===== config.mk =====
export PLATFORM = sky130hd
export DESIGN_NAME = bin_fifo_array
export DESIGN_NICKNAME = d
export VERILOG_FILES = /design/src/bin_queue_pkg.sv /design/src/bin_fifo_array.sv
export SDC_FILE = /design/constraint.sdc
export NUM_CORES = 2
export LEC_CHECK = 0
export BUFFER_PORTS_ARGS = -buffer_cell sky130_fd_sc_hd__buf_2
export CAP_MARGIN = 25
export CORE_MARGIN = 2
export CORE_UTILIZATION = 50
export CTS_CLUSTER_SIZE = 16
export DETAILED_ROUTE_END_ITERATION = 16
export PLACE_DENSITY = 0.7
export SETUP_SLACK_MARGIN = 0.4
export SYNTH_ARGS = -nofsm -noshare
export SYNTH_HDL_FRONTEND = slang
export SYNTH_SLANG_ARGS = --single-unit

===== constraint.sdc =====
create_clock -name clk_i -period 4.9 [get_ports clk_i]
set_input_delay 0 -clock clk_i [delete_from_list [all_inputs] [get_ports clk_i]]
set_output_delay 0 -clock clk_i [all_outputs]
set_load 0.01 [all_outputs]

===== src/bin_queue_pkg.sv =====
// ========================================
// Shared definitions of the binned queue
//   Core count and bin geometry
//   Update and bin-write structs
//   Scheduler state encoding
// ========================================
package bin_queue_pkg;

    // Cores reporting end of initial phase
    localparam int PE_NUM_OF_CORES = 4;

    // Bin geometry
    localparam int BIN_NUM       = 8;
    localparam int BIN_IDX_WIDTH = 3;
    localparam int BIN_DEPTH     = 8;
    localparam int BIN_PTR_WIDTH = $clog2(BIN_DEPTH);
    // Count runs 0 to BIN_DEPTH so one extra bit
    localparam int BIN_CNT_WIDTH = $clog2(BIN_DEPTH + 1);

    // Update fields
    localparam int KEY_WIDTH   = 16;
    localparam int VALUE_WIDTH = 16;

    // Update as streamed by the cores
    // Top BIN_IDX_WIDTH key bits pick the bin
    typedef struct packed {
        logic [KEY_WIDTH-1:0]   key;
        logic [VALUE_WIDTH-1:0] value;
    } update_t;

    // Binner to FIFO array write
    typedef struct packed {
        logic                     valid;
        logic [BIN_IDX_WIDTH-1:0] bin;
        update_t                  upd;
    } bin_wr_t;

    // Scheduler states
    typedef enum logic [2:0] {
        QS_INIT,    // Waiting on all cores
        QS_CHOOSE,  // Looking for a non-empty bin
        QS_BIND,    // Ack to the arbiter
        QS_WAIT,    // Bin still has updates in flight
        QS_READ     // Draining
    } qs_state_e;

endpackage

===== src/bin_fifo_array.sv =====
// ========================================
// Array of per-bin FIFOs
//   Circular buffers with own pointers
//   Non-empty flags per bin
//   Registered read port of selected bin
//   Sticky overflow on write to full bin
// ========================================
`timescale 1ns/1ps

module bin_fifo_array (
    input  logic                                    clk_i,
    input  logic                                    rst_i,
    input  bin_queue_pkg::bin_wr_t                  bin_wr_i,
    input  logic                                    read_en_i,
    input  logic [bin_queue_pkg::BIN_IDX_WIDTH-1:0] sel_bin_i,
    output logic [bin_queue_pkg::BIN_NUM-1:0]       bin_valid_o,
    output logic                                    rd_valid_o,
    output bin_queue_pkg::update_t                  rd_data_o,
    output logic                                    overflow_o
);
    import bin_queue_pkg::*;

    // Entry storage
    update_t                  mem    [BIN_NUM][BIN_DEPTH];

    // Per-bin bookkeeping
    logic [BIN_PTR_WIDTH-1:0] wr_ptr [BIN_NUM];
    logic [BIN_PTR_WIDTH-1:0] rd_ptr [BIN_NUM];
    logic [BIN_CNT_WIDTH-1:0] count  [BIN_NUM];

    logic                     wr_full;
    logic                     do_wr;
    logic                     do_rd;
    logic [BIN_NUM-1:0]       wr_hit;
    logic [BIN_NUM-1:0]       rd_hit;

    // Write dropped when target bin is full
    assign wr_full = (count[bin_wr_i.bin] == BIN_CNT_WIDTH'(BIN_DEPTH));
    assign do_wr   = bin_wr_i.valid && !wr_full;
    // Pop only from a non-empty selected bin
    assign do_rd   = read_en_i && bin_valid_o[sel_bin_i];

    always_comb begin
        for (int b = 0; b < BIN_NUM; b++) begin
            bin_valid_o[b] = (count[b] != '0);
            wr_hit[b]      = do_wr && (bin_wr_i.bin == BIN_IDX_WIDTH'(b));
            rd_hit[b]      = do_rd && (sel_bin_i == BIN_IDX_WIDTH'(b));
        end
    end

    // ======================================
    // Storage and pointers
    // ======================================

    always_ff @(posedge clk_i) begin
        if (do_wr) begin
            mem[bin_wr_i.bin][wr_ptr[bin_wr_i.bin]] <= bin_wr_i.upd;
        end
    end

    // Same-bin write and pop in one cycle leave count unchanged
    always_ff @(posedge clk_i) begin
        if (rst_i) begin
            for (int b = 0; b < BIN_NUM; b++) begin
                wr_ptr[b] <= '0;
                rd_ptr[b] <= '0;
                count[b]  <= '0;
            end
        end else begin
            for (int b = 0; b < BIN_NUM; b++) begin
                if (wr_hit[b]) begin
                    wr_ptr[b] <= wr_ptr[b] + 1'b1;
                end
                if (rd_hit[b]) begin
                    rd_ptr[b] <= rd_ptr[b] + 1'b1;
                end
                if (wr_hit[b] && !rd_hit[b]) begin
                    count[b] <= count[b] + 1'b1;
                end else if (rd_hit[b] && !wr_hit[b]) begin
                    count[b] <= count[b] - 1'b1;
                end
            end
        end
    end

    // ======================================
    // Read port and overflow
    // ======================================

    always_ff @(posedge clk_i) begin
        if (rst_i) begin
            rd_valid_o <= 1'b0;
        end else begin
            rd_valid_o <= do_rd;
        end
    end

    always_ff @(posedge clk_i) begin
        if (do_rd) begin
            rd_data_o <= mem[sel_bin_i][rd_ptr[sel_bin_i]];
        end
    end

    // Held until reset
    always_ff @(posedge clk_i) begin
        if (rst_i) begin
            overflow_o <= 1'b0;
        end else if (bin_wr_i.valid && wr_full) begin
            overflow_o <= 1'b1;
        end
    end

endmodule


# Word level (Yosys, flattened, before mapping)
# Memories as Yosys holds them, arrays and structs flattened.
# Index checks and enable logic that the tools add are counted.
# Widths: inputs -> output; s select.
[totals]
n_memories = 4
in_bits = 42
out_inout_bits = 42
mem_bits_ro = 0
wordCells = 303
reg_bits = 34
latchBits = 0
ram_bits = 2128
[op_classes]
n_mul = 0
n_shift = 0
n_eq_ne = 15
n_div = 0
addsub = 32
n_reduce_logical = 63
mux = 147
magnitude_cmp = 4
bitwise_logic = 34
[memory_table]
columns = ["name", "words", "width", "read_ports", "rd_ports_with_merged_regs", "write_ports", "line", "source"]
rows = [
  ["mem", 8, 256, 1, 0, 1, "bin_fifo_array.sv:24", "update_t mem [BIN_NUM][BIN_DEPTH];"],
  ["count", 8, 4, 9, 0, 8, "bin_fifo_array.sv:29", "logic [BIN_CNT_WIDTH-1:0] count [BIN_NUM];"],
  ["rd_ptr", 8, 3, 9, 0, 8, "bin_fifo_array.sv:28", "logic [BIN_PTR_WIDTH-1:0] rd_ptr [BIN_NUM];"],
  ["wr_ptr", 8, 3, 9, 0, 8, "bin_fifo_array.sv:27", "logic [BIN_PTR_WIDTH-1:0] wr_ptr [BIN_NUM];"],
]
[ops]
columns = ["op", "count"]
rows = [
  ["$mux 256", 1],
  ["$mux 1", 108],
  ["$bmux 32 s3", 1],
  ["$demux 32 s3", 1],
  ["$mux 32", 3],
  ["$mux 4", 16],
  ["$add 3x1->3 const B", 16],
  ["$mux 3", 16],
  ["$logic_and 1x1->1", 36],
  ["$add 4x1->4 const B", 8],
  ["$or 1x1->1", 32],
  ["$reduce_bool 4->1", 8],
  ["$sub 4x1->4 const B", 8],
  ["$eq 3x3->1 const B", 8],
  ["$logic_not 1->1", 17],
  ["$eq 3x2->1 const B", 4],
  ["$ge 4x4->1 const B", 2],
  ["$not 3->4", 2],
  ["$eq 3x1->1 const B", 2],
  ["$logic_not 3->1", 2],
  ["$eq 4x4->1 const B", 1],
  ["$lt 3x4->1 const B", 1],
  ["$lt 4x1->1 const B", 1],
  ["$bmux 1 s3", 1],
]

# Logic depth before layout (Yosys ltp)
[depth]
ltp_word = 12
ltp_mapped = 15
ltp_nobuf = 12

# Least setup slack after synthesis
# OpenSTA, ideal clock, no wires.
[synth_path]
path_kind = "register -> register"
start = "mem count[5][3] (netlist bit)"
end = "mem mem[0][100] (netlist bit) (enable)"
setup_ns = 0.421
arrival_time_ns = 3.331
t_required_ns = 4.479
n_path_buf = 1
period_less_slack_ns = 3.753
stages_incl_launch_ff = 8
slack_ns = 1.147
cell_sequence = "edfxtp_1 mux4_2 o211ai_1 o31ai_2 clkbuf_1 nor3b_1 nand2_1 nor2_1"
[synth_rtl]
columns = ["item", "line"]
rows = [
  ["start: declaration", "bin_fifo_array.sv:29"],
  ["end: declaration", "bin_fifo_array.sv:24"],
]

==> results.sh <==
export IMPL_clk_pin_slew_ps=70
export IMPL_tritoncts="done"
export IMPL_ys_seq_area_share_pct=76.2
export IMPL_power_density_nw_per_um2=404
export IMPL_vdd_ir_drop_worst_uv=379
export IMPL_initial_utilization_pct=50.3
export IMPL_grt_pass1_wl_um=302000
export IMPL_ioPinCount=84
export IMPL_rows=151
export IMPL_ys_top_cells_by_count="edfxtp_1, mux4_2, mux2i_1, clkbuf_1, nand2_1"
export IMPL_synth_flop_cell="edfxtp_1"
export IMPL_max_freq_mhz=257
export IMPL_track_usage_pct=24.1
export IMPL_fin_crit_ps=3890
export IMPL_drive_gt1_share_pct=27.6
export IMPL_globalplace_congestion=0.844
export IMPL_path_class="reg2reg"
export IMPL_dp_hpwl_um=122000
export IMPL_yosys_cell_types_count=65
export IMPL_path_depth=13
export IMPL_reg2reg_depth=13
export IMPL_drc=0
export IMPL_comb_power_share_pct=6.7
export IMPL_p_leak_uw=0.0308
export IMPL_power_switching_uw=8810
export IMPL_cp_required_ps=5450
export IMPL_synth_nets=4196
export IMPL_htreeDepth=4
export IMPL_synth_seq_cells=2162
export IMPL_ys_warnings_count=0
export IMPL_wirelength_um=209000
export IMPL_timing_critical_path_mode_cell="a21oi_1"
export IMPL_grt_setup_unrepaired="false"
export IMPL_postRouteAntennaNets=0
export IMPL_cts_sinks=2162
export IMPL_clk_latency_ps=840
export IMPL_areaGrowthSynthToFinish_pct=14.2
export IMPL_vias=42644
export IMPL_die_width_um=417
export IMPL_hold_class="in2reg"
export IMPL_port_buffers=83
export IMPL_ff2ff_setup_slack_ps=1010
export IMPL_period_share_pct=79.3
export IMPL_cp_arrival_ps=4440
export IMPL_skew_ps=39.9
export IMPL_r2r_end="count[4][3]$_SDFFCE_PN0P_"
export IMPL_netlist_instances=4115
export IMPL_syn_cell_area_um2=85100
export IMPL_endpoint="count[4][3]$_SDFFCE_PN0P_"
export IMPL_die_h_um=417
export IMPL_grt_max_degree=130
export IMPL_startpoint="count[5][2]$_DFFE_PP_"
export IMPL_max_slew_margin_pct=30.7
export IMPL_antenna_found_initial=8
export IMPL_wl_per_cell_um=30.6
export IMPL_cp_max_fo=10
export IMPL_syn_avg_cell_area_um2=20.7
export IMPL_clkPwrFrac_pct=40.6
export IMPL_grt_ovfl_total=0
export IMPL_worst_slew_pin_slew_ps=1030
export IMPL_hold_viol_final=0
export IMPL_synth_largest_area_cell="edfxtp_1"
export IMPL_switching_share_pct=22.4
export IMPL_critPathTopFamily="compound AO/OA/AOI/OAI gates"
export IMPL_setup_slack_ps=1010
export IMPL_fin_tns_setup_ps=0
export IMPL_p_int_uw=30500
export IMPL_path_buf_inv=2
export IMPL_crit_chain="nor3_1, o22ai_1, o31ai_2, buf_4, nor2_1, or3_1, inv_1, ha_1, a21o_1, a21oi_1, xnor2_1, or2_1, a21oi_1"
export IMPL_core_area_um2=169000
export IMPL_numCtsBuffers=208
export IMPL_synth_edf_count=2160
export IMPL_setup_worst_path_end_class="flip-flop"
export IMPL_cts_setup_buffers=0
export IMPL_status="complete, no violations"
export IMPL_cts_root_buffer="clkbuf_16"
export IMPL_async_reset_ff_share_pct=0
export IMPL_firstDrtPassIters=6
export IMPL_crit_slowest_cell="o31ai_2"
export IMPL_cap_violations=0
export IMPL_reg2reg_from="count[5][2]$_DFFE_PP_"
export IMPL_avgViaCountPerCell=6.26
export IMPL_final_net_count=4493
export IMPL_grt_pass1_vias=42609
export IMPL_startpoint_type="flip-flop"
export IMPL_yosys_area_top_type_share_pct=76.2
export IMPL_die_area_um2=174000
export IMPL_dp_worst_setup_slack_ps=1110
export IMPL_setup_viol=0
export IMPL_synth_area_leaders="edfxtp_1, mux4_2, mux2i_1"
export IMPL_clk_path_buf_depth=3
export IMPL_yosys_cell_count_top_type="edfxtp_1"
export IMPL_cp_slowest_stage_delay_ps=600
export IMPL_drtIter0Drc=5587
export IMPL_seqPwrFrac_pct=52.6
export IMPL_maxSlewViolCount=0
-- how the worst min path moves through the flow --
stage / from / end / depth (start not counted)
2_1_floorplan: bin_wr_i[0] / mem[0][0]$_DFFE_PP_ / 0
3_3_place_gp: bin_wr_i[35] / overflow_o$_SDFFE_PP0P_ / 3
3_5_place_dp: bin_wr_i[35] / overflow_o$_SDFFE_PP0P_ / 3
4_1_cts: bin_wr_i[33] / wr_ptr[7][0]$_SDFFCE_PP0P_ / 5
5_1_grt: sel_bin_i[1] / rd_data_o[5]$_DFFE_PP_ / 4
6_report: bin_wr_i[33] / wr_ptr[7][0]$_SDFFCE_PP0P_ / 5
-- power by group through the flow --
| stage | logic, uW | clock network, uW | registers [uW] |
|---|---|---|---|
| 2_1_floorplan | 1380 | 0 | 21000 |
| 3_3_place_gp | 2590 | 0 | 21100 |
| 3_5_place_dp | 2620 | 0 | 21100 |
| 4_1_cts | 2660 | 16200 | 20700 |
| 5_1_grt | 2790 | 16900 | 20700 |
| 6_report | 2650 | 16000 | 20700 |
-- final cells by class --
class,instances,area (um^2)
flip-flops and latches,2162,64900
multi-input cells,1680,19600
clock buffers,248,5400
clock inverters,141,1460
diodes,2,5.00
repair buffers,323,2950
fillers,12123,72100
inverters,37,141
well taps,2218,2780
-- repair_timing --
item                                   in CTS  in global routing
endpoints found under the hold margin    2100                  0
hold buffers                               39                  0
resized for setup                           0                  0
-- flip-flops by register name, summed over array words and instances (netlist names) --
| signal | count |
|---|---|
| count | 32 |
| mem | 2048 |
| wr_ptr | 24 |
| overflow_o | 1 |
| rd_valid_o | 1 |
| rd_data_o | 32 |
| rd_ptr | 24 |
-- metrics by stage --
step                hold slack [ps]  instance area [um^2]  instances  power [uW]  util [%]
floorplan                      98.9                 85100       4115       22400         -
global placement                373                 89900       6381       23700      53.1
detailed placement              374                 89900       6381       23700      53.1
CTS                            6.31                 97200       6809       39500      57.4
global route                   85.7                 97200       6809       40300      57.4
finish                         62.7                 97200       6811       39300      57.4
-- tightest hold or removal path, cell delays in order --
cell     delay (ps)
buf_2           230
nand3_1         150
nor2_1           50
nor2_1          160
inv_1           110
-- layout by cell type, fill, tap and decap left out, drive strengths merged, types with 11 or more instances in the layout --
cell type and n:
a221oi 24, a31oi 11, xor2 15, bufinv 20, a21oi 63, or3 12
nand2 108, o21ai 63, and2 25, nor2 106, nor2b 77, a22oi 13
nand3 38, nand3b 12, mux4 450, a32o 26, dlygate4sd3 39, o22ai 74
inv 42, a221o 20, edfxtp 2160, mux2 80, clkbuf 248, nand2b 27
nor3 91, clkinv 108, nor4 45, xnor2 25, buf 284, or2 20
mux2i 121, ha 32, o211ai 13
-- per-layer routing --
metal | up-vias | track usage (%) | share of wire [%]
met4 | 6 | 6.74 | 2.6
met3 | 320 | 4.31 | 8.6
met1 | 22642 | 34.2 | 40
li1 | 17674 | - | -
met5 | - | 0 | 0.015
met2 | 2002 | 38.7 | 49
-- cell families (layout without fill, tap and decap cells) --
family	count (synthesis)	in the layout	synth area share, %
fa+ha+maj	39	39	0.635
compound gates	362	362	3.16
simple gates	588	588	3.71
xor+xnor	40	40	0.412
mux	651	651	14.4
flops	2162	2162	76.2
buf+inv	273	749	1.45
other cells	0	2	0
Power figures use the tool's default switching activity.
