$ cat config.mk
export PLATFORM = sky130hd
export DESIGN_NAME = update_binner
export DESIGN_NICKNAME = d
export VERILOG_FILES = /design/src/bin_queue_pkg.sv /design/src/update_binner.sv
export SDC_FILE = /design/constraint.sdc
export NUM_CORES = 1
export LEC_CHECK = 0
export BUFFER_PORTS_ARGS = -buffer_cell sky130_fd_sc_hd__buf_2
export CORE_MARGIN = 4
export CORE_UTILIZATION = 51
export CTS_CLUSTER_SIZE = 40
export DETAILED_ROUTE_END_ITERATION = 6
export PLACE_DENSITY_LB_ADDON = 0.05
export SYNTH_ARGS = -nofsm -noshare
export SYNTH_HDL_FRONTEND = slang
export SYNTH_SLANG_ARGS = --single-unit
$ cat constraint.sdc
create_clock -name clk_i -period 2.9 [get_ports clk_i]
set_input_delay 0.145 -clock clk_i [delete_from_list [all_inputs] [get_ports clk_i]]
set_output_delay 0.145 -clock clk_i [all_outputs]
set_load 0.05 [all_outputs]
$ cat src/bin_queue_pkg.sv
// ========================================
// Shared definitions of the binned queue
//   Core count and bin geometry
//   Update and bin-write structs
//   Scheduler state encoding
// ========================================
package bin_queue_pkg;

    // Cores reporting end of initial phase
    localparam int PE_NUM_OF_CORES = 4;

    // Bin geometry
    localparam int BIN_NUM       = 8;
    localparam int BIN_IDX_WIDTH = 3;
    localparam int BIN_DEPTH     = 8;
    localparam int BIN_PTR_WIDTH = $clog2(BIN_DEPTH);
    // Count runs 0 to BIN_DEPTH so one extra bit
    localparam int BIN_CNT_WIDTH = $clog2(BIN_DEPTH + 1);

    // Update fields
    localparam int KEY_WIDTH   = 16;
    localparam int VALUE_WIDTH = 16;

    // Update as streamed by the cores
    // Top BIN_IDX_WIDTH key bits pick the bin
    typedef struct packed {
        logic [KEY_WIDTH-1:0]   key;
        logic [VALUE_WIDTH-1:0] value;
    } update_t;

    // Binner to FIFO array write
    typedef struct packed {
        logic                     valid;
        logic [BIN_IDX_WIDTH-1:0] bin;
        update_t                  upd;
    } bin_wr_t;

    // Scheduler states
    typedef enum logic [2:0] {
        QS_INIT,    // Waiting on all cores
        QS_CHOOSE,  // Looking for a non-empty bin
        QS_BIND,    // Ack to the arbiter
        QS_WAIT,    // Bin still has updates in flight
        QS_READ     // Draining
    } qs_state_e;

endpackage
$ cat src/update_binner.sv
// ========================================
// Two-stage update binner
//   Stage 1 holds the raw update
//   Stage 2 holds update plus bin index
//   Per-bin clean flags from both stages
// ========================================
`timescale 1ns/1ps

module update_binner (
    input  logic                              clk_i,
    input  logic                              rst_i,
    input  logic                              upd_valid_i,
    input  bin_queue_pkg::update_t            upd_i,
    output bin_queue_pkg::bin_wr_t            bin_wr_o,
    output logic [bin_queue_pkg::BIN_NUM-1:0] cu_clean_o
);
    import bin_queue_pkg::*;

    // Stage 1
    logic                     s1_valid;
    update_t                  s1_upd;
    logic [BIN_IDX_WIDTH-1:0] s1_bin;

    // Stage 2
    logic                     s2_valid;
    logic [BIN_IDX_WIDTH-1:0] s2_bin;
    update_t                  s2_upd;

    // Bin is the top key bits
    assign s1_bin = s1_upd.key[KEY_WIDTH-1 -: BIN_IDX_WIDTH];

    // ======================================
    // Pipeline
    // ======================================

    always_ff @(posedge clk_i) begin
        if (rst_i) begin
            s1_valid <= 1'b0;
            s2_valid <= 1'b0;
        end else begin
            s1_valid <= upd_valid_i;
            s2_valid <= s1_valid;
        end
    end

    // Payload only loads behind a valid
    always_ff @(posedge clk_i) begin
        if (upd_valid_i) begin
            s1_upd <= upd_i;
        end
        if (s1_valid) begin
            s2_upd <= s1_upd;
            s2_bin <= s1_bin;
        end
    end

    // Stage 2 feeds the FIFO write port directly
    always_comb begin
        bin_wr_o.valid = s2_valid;
        bin_wr_o.bin   = s2_bin;
        bin_wr_o.upd   = s2_upd;
    end

    // ======================================
    // Clean flags
    // ======================================

    // Low while either stage carries an update for the bin
    always_comb begin
        for (int b = 0; b < BIN_NUM; b++) begin
            cu_clean_o[b] = !((s1_valid && s1_bin == BIN_IDX_WIDTH'(b)) ||
                              (s2_valid && s2_bin == BIN_IDX_WIDTH'(b)));
        end
    end

endmodule

Word level (Yosys, flattened, before mapping)
Index checks and enable logic that the tools add are counted.

operators by class
  equality and inequality tests = 14
  reductions and logical operators = 34

operator list
  kind                                                  count
  equality test 3 bit (second input constant)           8
  logical AND 1 bit                                     16
  equality test 3 x 2 -> 1 bit (second input constant)  4
  zero test 1 bit                                       8
  logical OR 1 bit                                      8
  equality test 3 x 1 -> 1 bit (second input constant)  2
  zero test 3 bit                                       2

word-level totals
  register bits after elaboration = 69
  input bits = 35
  output and inout port bits = 44
  logic and storage cells = 55

Depth between registers and ports, before layout
Gate-level depths: netlist of the first run.

  word-level depth = 4
  mapped depth = 2

Least setup slack after synthesis of the first run
OpenSTA, ideal clock, no wires.

  kind = register to output
  start point = register s1_valid
  end point = output port cu_clean_o[4] in the netlist's numbering
  arrival time = 1.808 ns
  setup slack = 0.947 ns
  cell stages (with the launch flop) = 3
  buffers on the path = 0
  cells stage by stage = dfxtp_1 and2_1 a32oi_1

on the way
  longest elaborated chain between the ends = 3

RTL lines
  element                   RTL line             source
  start: declaration        update_binner.sv:20  logic s1_valid;
  start signal: assignment  update_binner.sv:41  s1_valid <= upd_valid_i;
  logical AND 1 bit         update_binner.sv:71  cu_clean_o[b] = !((s1_valid && s1_bin == BIN_IDX_WIDTH'(b)) ||
  logical OR 1 bit          update_binner.sv:71
  zero test 1 bit           update_binner.sv:71
  end: declaration          update_binner.sv:15  output logic [bin_queue_pkg::BIN_NUM-1:0] cu_clean_o

Every way passes these cells.

Worst setup path in the final report of the first run
  start point = register s2_bin[1]
  end point = output port cu_clean_o[6] in the netlist's numbering

on the way
  longest elaborated chain between the ends = 4

RTL lines
  element                   RTL line             source
  start: declaration        update_binner.sv:26  logic [BIN_IDX_WIDTH-1:0] s2_bin;
  start signal: assignment  update_binner.sv:53  s2_bin <= s1_bin;
  equality test 3 bit       update_binner.sv:72  (s2_valid && s2_bin == BIN_IDX_WIDTH'(b)));
  logical AND 1 bit         update_binner.sv:72
  logical OR 1 bit          update_binner.sv:71
  zero test 1 bit           update_binner.sv:71

Every way passes these cells.

==> impl_metrics.toml, run 1 <==
[worst_setup_path]
cp_slowest_cell = "edfxtp_1"
start_kind = "flop"
cp_num_buf_inv = 1
crit_chain = "nor2b_1 > a32oi_1 > buf_2"
crit_path_end_kind = "output pin"
crit_required_ns = 2.76
cp_max_fo = 7
arrival_ns = 1.46
cp_top_family = "flip-flops"
critical_path_class = "flop to output pin"
slowest_delay_ns = 0.46

[clock_tree]
htreeDepth = 3
clk_path_buf_depth = 2
cts_buffers = 9
tritoncts = "built"
post_cts_buffers = 0
cts.sinks = 66
clock_latency_ns = 0.32
cts_root_buf = "clkbuf_8"
cts.clk_slew.worst_paths_ns = 0.06

[detailed_routing]
ant_nets = 0
drtPass1Iterations = 4
viasPerCell = 4.73
drt_iter0_drc = 115
vias = 1245
drt_wl_total_um = 3830
drcViolationCount = 0
wire_per_inst_um = 14.6

[sta]
fin_worst_skew_ns = 0.00657
fin_crit_ns = 1.61
fin_crit_sh_pct = 55.5
relSlewSlack_pct = 52.9
rsz0062_at_grt = "no"
fmax_ghz = 0.621
holdWs_ns = 0.415
worst_slew_pin_slew_ns = 0.707
slew_viol_final = 0
tns_ns = 0
finalHoldViolations = 0
setup_viol = 0

[global_route]
antenna_found_initial = 0
overflow = 0
grt_pass1_wl_um = 5930
grt_pass1_vias = 1276
grtUsageTotal_pct = 15.9
grt_max_degree = 34

[power_and_ir_drop]
p_leak_uw = 0.00118
ir_drop_mv = 0.426
p_total_uw = 2010
power_density_nw_per_um2 = 660

[cells_and_area]
finalInstanceArea_um2 = 3050
drive_gt1_share_pct = 41.8
areaGrowthSynthToFinish_pct = 42.2
nets = 245
num_antenna_cells = 0

[yosys]
synth_fa_ha_area_share_pct = 0
synth-seq-area-share_pct = 91.6
synthesis.area_um2 = 2140
synth_cell_types = 12
synth_top_family_by_area = "simple AND/OR/NAND/NOR gates"
syn_inst = 91
synth_xor_area_share_pct = 0
synthSimpleGateAreaFrac_pct = 4.09
syn-mean-instance-area_um2 = 23.5
synth_warnings = 0
synth-compound-area-share_pct = 2.92
synth-seq-cells = 66
synth_fp_nets = 126
muxShareOfSynthArea_pct = 0

[floorplan]
num_io_pins = 79
die_h_um = 72.8
dieArea_um2 = 5300
coreArea_um2 = 4030
rows = 23
die_w_um = 72.8
initial_core_util_pct = 53.2

[job]
cap_violations = 0

[placed_design]
portBuffers = 78
dpl-instance-area_um2 = 2570
routabilityCongestion = 0.917

[status]
status = "completed"

[hold_path]
hold_path_class = "input pin to flop"
-- report_power, final --
part           internal, uW  switching (uW)  leakage, uW
logic                  78.3             191     0.000477
clock network           299             285    0.0000710
registers              1130            26.1     0.000630
total                  1510             502      0.00118
-- flip-flops by register name, summed over array words and instances, names as in the netlist --
register  flops
s1_upd       29
bin_wr_o     29
s2_bin        3
s1_valid      1
s1_bin        3
s2_valid      1
-- per-stage QoR --
step | cells | setup WS (ns) | util [%]
after floorplan | 91 | 0.947 | -
after global placement | 216 | 1.69 | 63.9
after detailed placement | 216 | 1.64 | 63.9
after CTS | 263 | 1.29 | 75.6
after global routing | 263 | 1.20 | 75.6
final | 263 | 1.29 | 75.6
-- logic make-up after synthesis --
logic type,Yosys count
flops,66
simple gates,13
compound gates,8
buf+inv,4
-- layout make-up --
class	instances	area (um2)
clock inverters	1	3.75
multi-input cells	21	150
fillers	256	983
clock buffers	13	139
repair buffers	112	728
flip-flops and latches	66	1960
well taps	50	62.6
-- cell usage after synthesis --
cell type  number  area (um2)
buf_4           4        30.0
edfxtp_1       64        1920
a22oi_1         3        22.5
nor2b_4         1        13.8
and4_1          1        8.76
a21oi_1         1        5.00
a32oi_1         4        35.0
nor2_1          2        7.51
nor2b_1         6        37.5
and2b_1         1        7.51
and2_1          2        12.5
dfxtp_1         2        40.0
-- final timing paths --
kind,cells past startpoint,slack [ns],startpoint,to
setup reg to reg,1,1.80,s1_valid$_SDFF_PP0_,bin_wr_o[19]$_DFFE_PP_
hold / removal,1,0.41,upd_valid_i,s1_upd[25]$_DFFE_PP_
hold reg to reg,0,0.42,s1_upd[9]$_DFFE_PP_,bin_wr_o[9]$_DFFE_PP_
setup / recovery,3,1.29,s2_bin[1]$_DFFE_PP_,cu_clean_o[6]
-- cells in the final DEF (no fill, tap or decap) --
cell type,count
buf_2,78
edfxtp_1,64
dlygate4sd3_1,33
clkbuf_8,9
nor2b_1,6
a32oi_1,4
clkbuf_1,4
a22oi_1,3
nor2_1,2
and2_1,2
dfxtp_1,2
nor2b_4,1
and2b_1,1
and4_1,1
a21oi_1,1
clkinv_1,1
buf_4,1
-- routing by layer --
layer  vias up  track usage, %  wire length, um
met5         -               0                0
met4         0            7.38               51
met3         7            7.16              378
met2        67            25.3             1890
met1       577            18.4             1520
li1        594               -                -
-- what timing repair did --
action                    4_1_cts  5_1_grt
gates resized for setup         0        0
hold endpoints to repair       34        0
hold buffers                   33        0
Power figures use the tool's default switching activity.
==> run 2: changes to the inputs <==
--- a/config.mk
+++ b/config.mk
@@ -7,7 +7,7 @@
 export LEC_CHECK = 0
 export BUFFER_PORTS_ARGS = -buffer_cell sky130_fd_sc_hd__buf_2
 export CORE_MARGIN = 4
-export CORE_UTILIZATION = 51
+export CORE_UTILIZATION = 48
 export CTS_CLUSTER_SIZE = 40
 export DETAILED_ROUTE_END_ITERATION = 6
 export PLACE_DENSITY_LB_ADDON = 0.05
==> constraint.sdc (replaced) <==
create_clock -name clk_i -period 1.55 [get_ports clk_i]
set_input_delay 0.0775 -clock clk_i [delete_from_list [all_inputs] [get_ports clk_i]]
set_output_delay 0.0775 -clock clk_i [all_outputs]
set_load 0.05 [all_outputs]
==> run 2 against run 1 <==
Against the previous run:
- first-iteration DRC count shrank 44%
- highest routed layer unchanged
- largest cell class unchanged
- critical endpoint unchanged
- critical path type unchanged
- sequential power grew 86%
- global-route usage grew 1.0 points
- cell count grew 2.7%
- flip-flop and latch count is the same
- combinational power grew 100%
==> impl_metrics.toml, run 2 (synthesis results as in run 1) <==
[global_route]
grt_pass1_wl_um = 6500
antenna_found_initial = 0
grt_max_degree = 23
grt_pass1_vias = 1339
grtUsageTotal_pct = 16.9
overflow = 0

[cells_and_area]
seqCellArea_um2 = 1960
final_cell_mix = "72 x buf_2, 64 x edfxtp_1, 33 x dlygate4sd3_1"
nets = 249
fillCellCount = 287
final_common_cell = "buf_2"
num_antenna_cells = 0
multiInputGateArea_um2 = 201
areaGrowthSynthToFinish_pct = 48.4
drive_gt1_share_pct = 49.1

[detailed_routing]
drcViolationCount = 0
wire_per_inst_um = 16.2
drt_wl_total_um = 4390
drt_iter0_drc = 64
viasPerCell = 4.83
vias = 1303
drtPass1Iterations = 4
ant_nets = 0

[clock_tree]
htreeDepth = 3
cts.sinks = 66
cts_root_buf = "clkbuf_8"
cts.clk_slew.worst_paths_ns = 0.07
clk_path_buf_depth = 2
tritoncts = "built"
cts_buffers = 9
clock_latency_ns = 0.33

[placed_design]
post-place-ws_ns = 0.300
routabilityCongestion = 0.793
portBuffers = 78
detailed_place_hpwl_um = 2580

[sta]
fin_worst_skew_ns = 0.00904
setup_slack_ns = 0.0470
worst_slew_pin_slew_ns = 0.318
slew_viol_final = 0
setup_viol = 0
rsz0062_at_grt = "yes"
fin_crit_ns = 1.50
fin_crit_sh_pct = 97.0
fmax_ghz = 0.665
relSlewSlack_pct = 78.8
finalHoldViolations = 0

[worst_setup_path]
critical_path_class = "flop to output pin"
cp_slowest_cell = "edfxtp_1"
start_kind = "flop"
slowest_delay_ns = 0.47
cp_top_family = "flip-flops"
arrival_ns = 1.43
crit_chain = "nor2b_1 > a32oi_2 > buf_6"
cp_num_buf_inv = 1
crit_path_end_kind = "output pin"
cp_max_fo = 7
crit_required_ns = 1.47

[floorplan]
die_w_um = 74.8
coreArea_um2 = 4320
die_h_um = 74.8
initial_core_util_pct = 49.5
rows = 24
dieArea_um2 = 5600
num_io_pins = 79

[job]
cap_violations = 0

[power_and_ir_drop]
ir_drop_mv = 1.02
p_leak_uw = 0.00125
p_total_uw = 3840
power_density_nw_per_um2 = 1210

[hold_path]
hold_path_class = "input pin to flop"

[status]
status = "completed"
==> run 2: where the power goes <==
group	switching [uW]	internal, uW
clock	573	561
combinational	376	166
sequential	49.1	2110
total	998	2840
==> run 2: cell type report <==
class / count / area share [%]
tap: 52 / 2.05
clock inverter: 4 / 0.630
timing repair buffer: 116 / 25.1
multi-input combinational: 21 / 6.34
clock buffer: 11 / 4.13
sequential: 66 / 61.8
==> run 2: metal layers <==
| metal | vias to the layer above | track usage (%) | share of wire [%] |
|---|---|---|---|
| met3 | 8 | 8.28 | 9.1 |
| met2 | 62 | 29.2 | 53 |
| met4 | 0 | 7.31 | 2.1 |
| met5 | - | 0 | 0 |
| met1 | 628 | 17.4 | 36 |
| li1 | 605 | - | - |
==> run 2: metrics by stage <==
stage	cells	hold slack (ns)	util (%)	instance area (um2)	setup TNS (ns)
detailed placement	220	0.252	61.3	2650	0
finish	270	0.164	73.5	3180	0
global placement	220	0.250	61.3	2650	0
floorplan	91	0.142	-	2190	-0.0936
CTS	268	0.146	72.7	3140	0
global route	270	0.149	73.5	3180	-0.0756
==> run 2: worst paths after layout <==
check / cells after the start / slack [ns] / from / to
worst min-delay path: 1 / 0.16 / upd_valid_i / s1_upd[14]$_DFFE_PP_
worst min register to register: 0 / 0.41 / s1_upd[19]$_DFFE_PP_ / bin_wr_o[19]$_DFFE_PP_
worst max-delay path: 3 / 0.05 / s2_bin[1]$_DFFE_PP_ / cu_clean_o[6]
worst max register to register: 1 / 0.62 / s1_valid$_SDFF_PP0_ / bin_wr_o[25]$_DFFE_PP_
==> run 2: timing repair <==
action | CTS | global route
pin swaps | 0 | 0
hold buffers | 33 | 0
hold endpoints to repair | 34 | 0
gates resized for setup | 4 | 6
setup buffers | 0 | 2
endpoints found under the setup margin | 4 | 8
cloned | 0 | 0
==> run 3: changes to the inputs <==
--- a/config.mk
+++ b/config.mk
@@ -6,6 +6,7 @@
 export NUM_CORES = 1
 export LEC_CHECK = 0
 export BUFFER_PORTS_ARGS = -buffer_cell sky130_fd_sc_hd__buf_2
+export CORE_ASPECT_RATIO = 0.7
 export CORE_MARGIN = 4
 export CORE_UTILIZATION = 48
 export CTS_CLUSTER_SIZE = 40
==> run 3 against run 2 <==
Against the previous run:
- design area is 3.1% higher
- largest power group unchanged
- critical endpoint unchanged
- core utilization increased by 2.2 points
- clock power grew 30%
- sequential share of layout area fell by 1.9 points
==> impl_metrics.toml, run 3 (synthesis results as in run 1) <==
[sta]
fin_worst_skew_ns = 0.00597
finalHoldViolations = 0
rsz0062_at_grt = "yes"
fin_crit_sh_pct = 96.1
fin_crit_ns = 1.49
worst_slew_pin_slew_ns = 0.431
slew_viol_final = 0
setup_viol = 0
relSlewSlack_pct = 71.2
tns_ns = 0
fmax_ghz = 0.671
holdWs_ns = 0.208

[worst_setup_path]
cp_slowest_cell = "edfxtp_1"
cp_top_family = "flip-flops"
crit_chain = "nor2b_2 > a32oi_2 > buf_6"
start_kind = "flop"
slowest_delay_ns = 0.46
r2r_slack_ns = 0.65
critical_path_class = "flop to output pin"
r2r_cells = 1
cp_num_buf_inv = 1
r2r-end = "bin_wr_o[15]$_DFFE_PP_"
crit_path_end_kind = "output pin"
crit_required_ns = 1.47
cp_max_fo = 6
r2r-start = "s1_valid$_SDFF_PP0_"
arrival_ns = 1.41
critPathLaunch = "s2_bin[1]$_DFFE_PP_"

[global_route]
grtUsageTotal_pct = 17.5
antenna_found_initial = 0
overflow = 0
grt_pass1_vias = 1366
grt_max_degree = 18
grt_pass1_wl_um = 6960

[cells_and_area]
final_common_cell = "buf_2"
fillCellCount = 252
nets = 252
areaGrowthSynthToFinish_pct = 53.0
final_cell_mix = "70 x buf_2, 64 x edfxtp_1, 33 x dlygate4sd3_1"
num_antenna_cells = 0
seqCellArea_um2 = 1960
drive_gt1_share_pct = 50.7
multiInputGateArea_um2 = 213
final_util_pct = 75.7

[power_and_ir_drop]
p_sw_uw = 999
p_total_uw = 4190
p_leak_uw = 0.00130
p_clk_share_pct = 35.1
swShare_pct = 23.9
power_density_nw_per_um2 = 1280
ir_drop_mv = 0.992
internal_power_uw = 3190
power_frac_seq_pct = 51.6
combPwrFrac_pct = 13.3

[floorplan]
die_h_um = 63.9
num_io_pins = 79
initial_core_util_pct = 49.5
rows = 20
dieArea_um2 = 5610
die_w_um = 87.8
coreArea_um2 = 4330

[placed_design]
routabilityCongestion = 0.779
detailed_place_hpwl_um = 2660
portBuffers = 78

[clock_tree]
cts_buffers = 9
tritoncts = "built"
cts_root_buf = "clkbuf_8"
htreeDepth = 3
clk_path_buf_depth = 2
cts.sinks = 66
clock_latency_ns = 0.33
cts.clk_slew.worst_paths_ns = 0.07

[status]
status = "completed"

[job]
cap_violations = 0

[detailed_routing]
wire_per_inst_um = 15.2
drt_wl_total_um = 4200
drtPass1Iterations = 4
viasPerCell = 4.54
drcViolationCount = 0
vias = 1252
ant_nets = 0
drt_iter0_drc = 31

[hold_path]
hold_path_class = "input pin to flop"
min_to = "s1_upd[19]$_DFFE_PP_"
holdPathStages = 1
min_from = "upd_valid_i"
[run 3: power groups by stage]
stage / clock [uW] / combinational, uW / sequential [uW]
after floorplan: 0 / 90.4 / 2420
final: 1470 / 555 / 2160
after global routing: 1610 / 584 / 2180
after global placement: 0 / 460 / 2190
after detailed placement: 0 / 465 / 2200
after CTS: 1500 / 536 / 2160
[run 3: how the worst max path moves through the flow]
| stage | depth (start not counted) | endpoint | slack, ns |
|---|---|---|---|
| after floorplan | 2 | cu_clean_o[6] | -0.04 |
| after global placement | 3 | cu_clean_o[6] | 0.35 |
| after CTS | 3 | cu_clean_o[5] | 0.0009 |
| after detailed placement | 3 | cu_clean_o[6] | 0.31 |
| final | 3 | cu_clean_o[6] | 0.06 |
| after global routing | 3 | cu_clean_o[6] | -0.02 |
[run 3: cell type report]
class,instances,share of cell area [%]
clock buffers,12,4.12
clock inverters,3,1.99
multi-input cells,21,6.49
flip-flops and latches,66,59.9
well taps,55,2.10
repair buffers,119,25.4
[run 3: repair_timing]
| action | in CTS | in global routing |
|---|---|---|
| resized for setup | 4 | 17 |
| pin swaps | 0 | 1 |
| hold buffers | 33 | 0 |
| buffers inserted | 1 | 4 |
| endpoints found under the setup margin | 5 | 8 |
| hold endpoints to repair | 34 | 0 |
[run 3: routing by layer]
layer	vias to the layer above	GRT usage, %	share of wire [%]	routed length [um]
met3	7	11.6	11	471
met1	581	20.2	38	1620
met2	52	26.4	49	2060
met5	-	0	0	0
met4	0	5.75	1.4	58
li1	612	-	-	-
[run 3: metrics by stage]
| stage | setup slack (ns) | area (um2) | instances |
|---|---|---|---|
| 5_1_grt | -0.0249 | 3280 | 276 |
| 4_1_cts | 0.000944 | 3210 | 272 |
| 2_1_floorplan | -0.0393 | 2190 | 91 |
| 3_5_place_dp | 0.310 | 2660 | 223 |
| 3_3_place_gp | 0.352 | 2660 | 223 |
| 6_report | 0.0605 | 3280 | 276 |
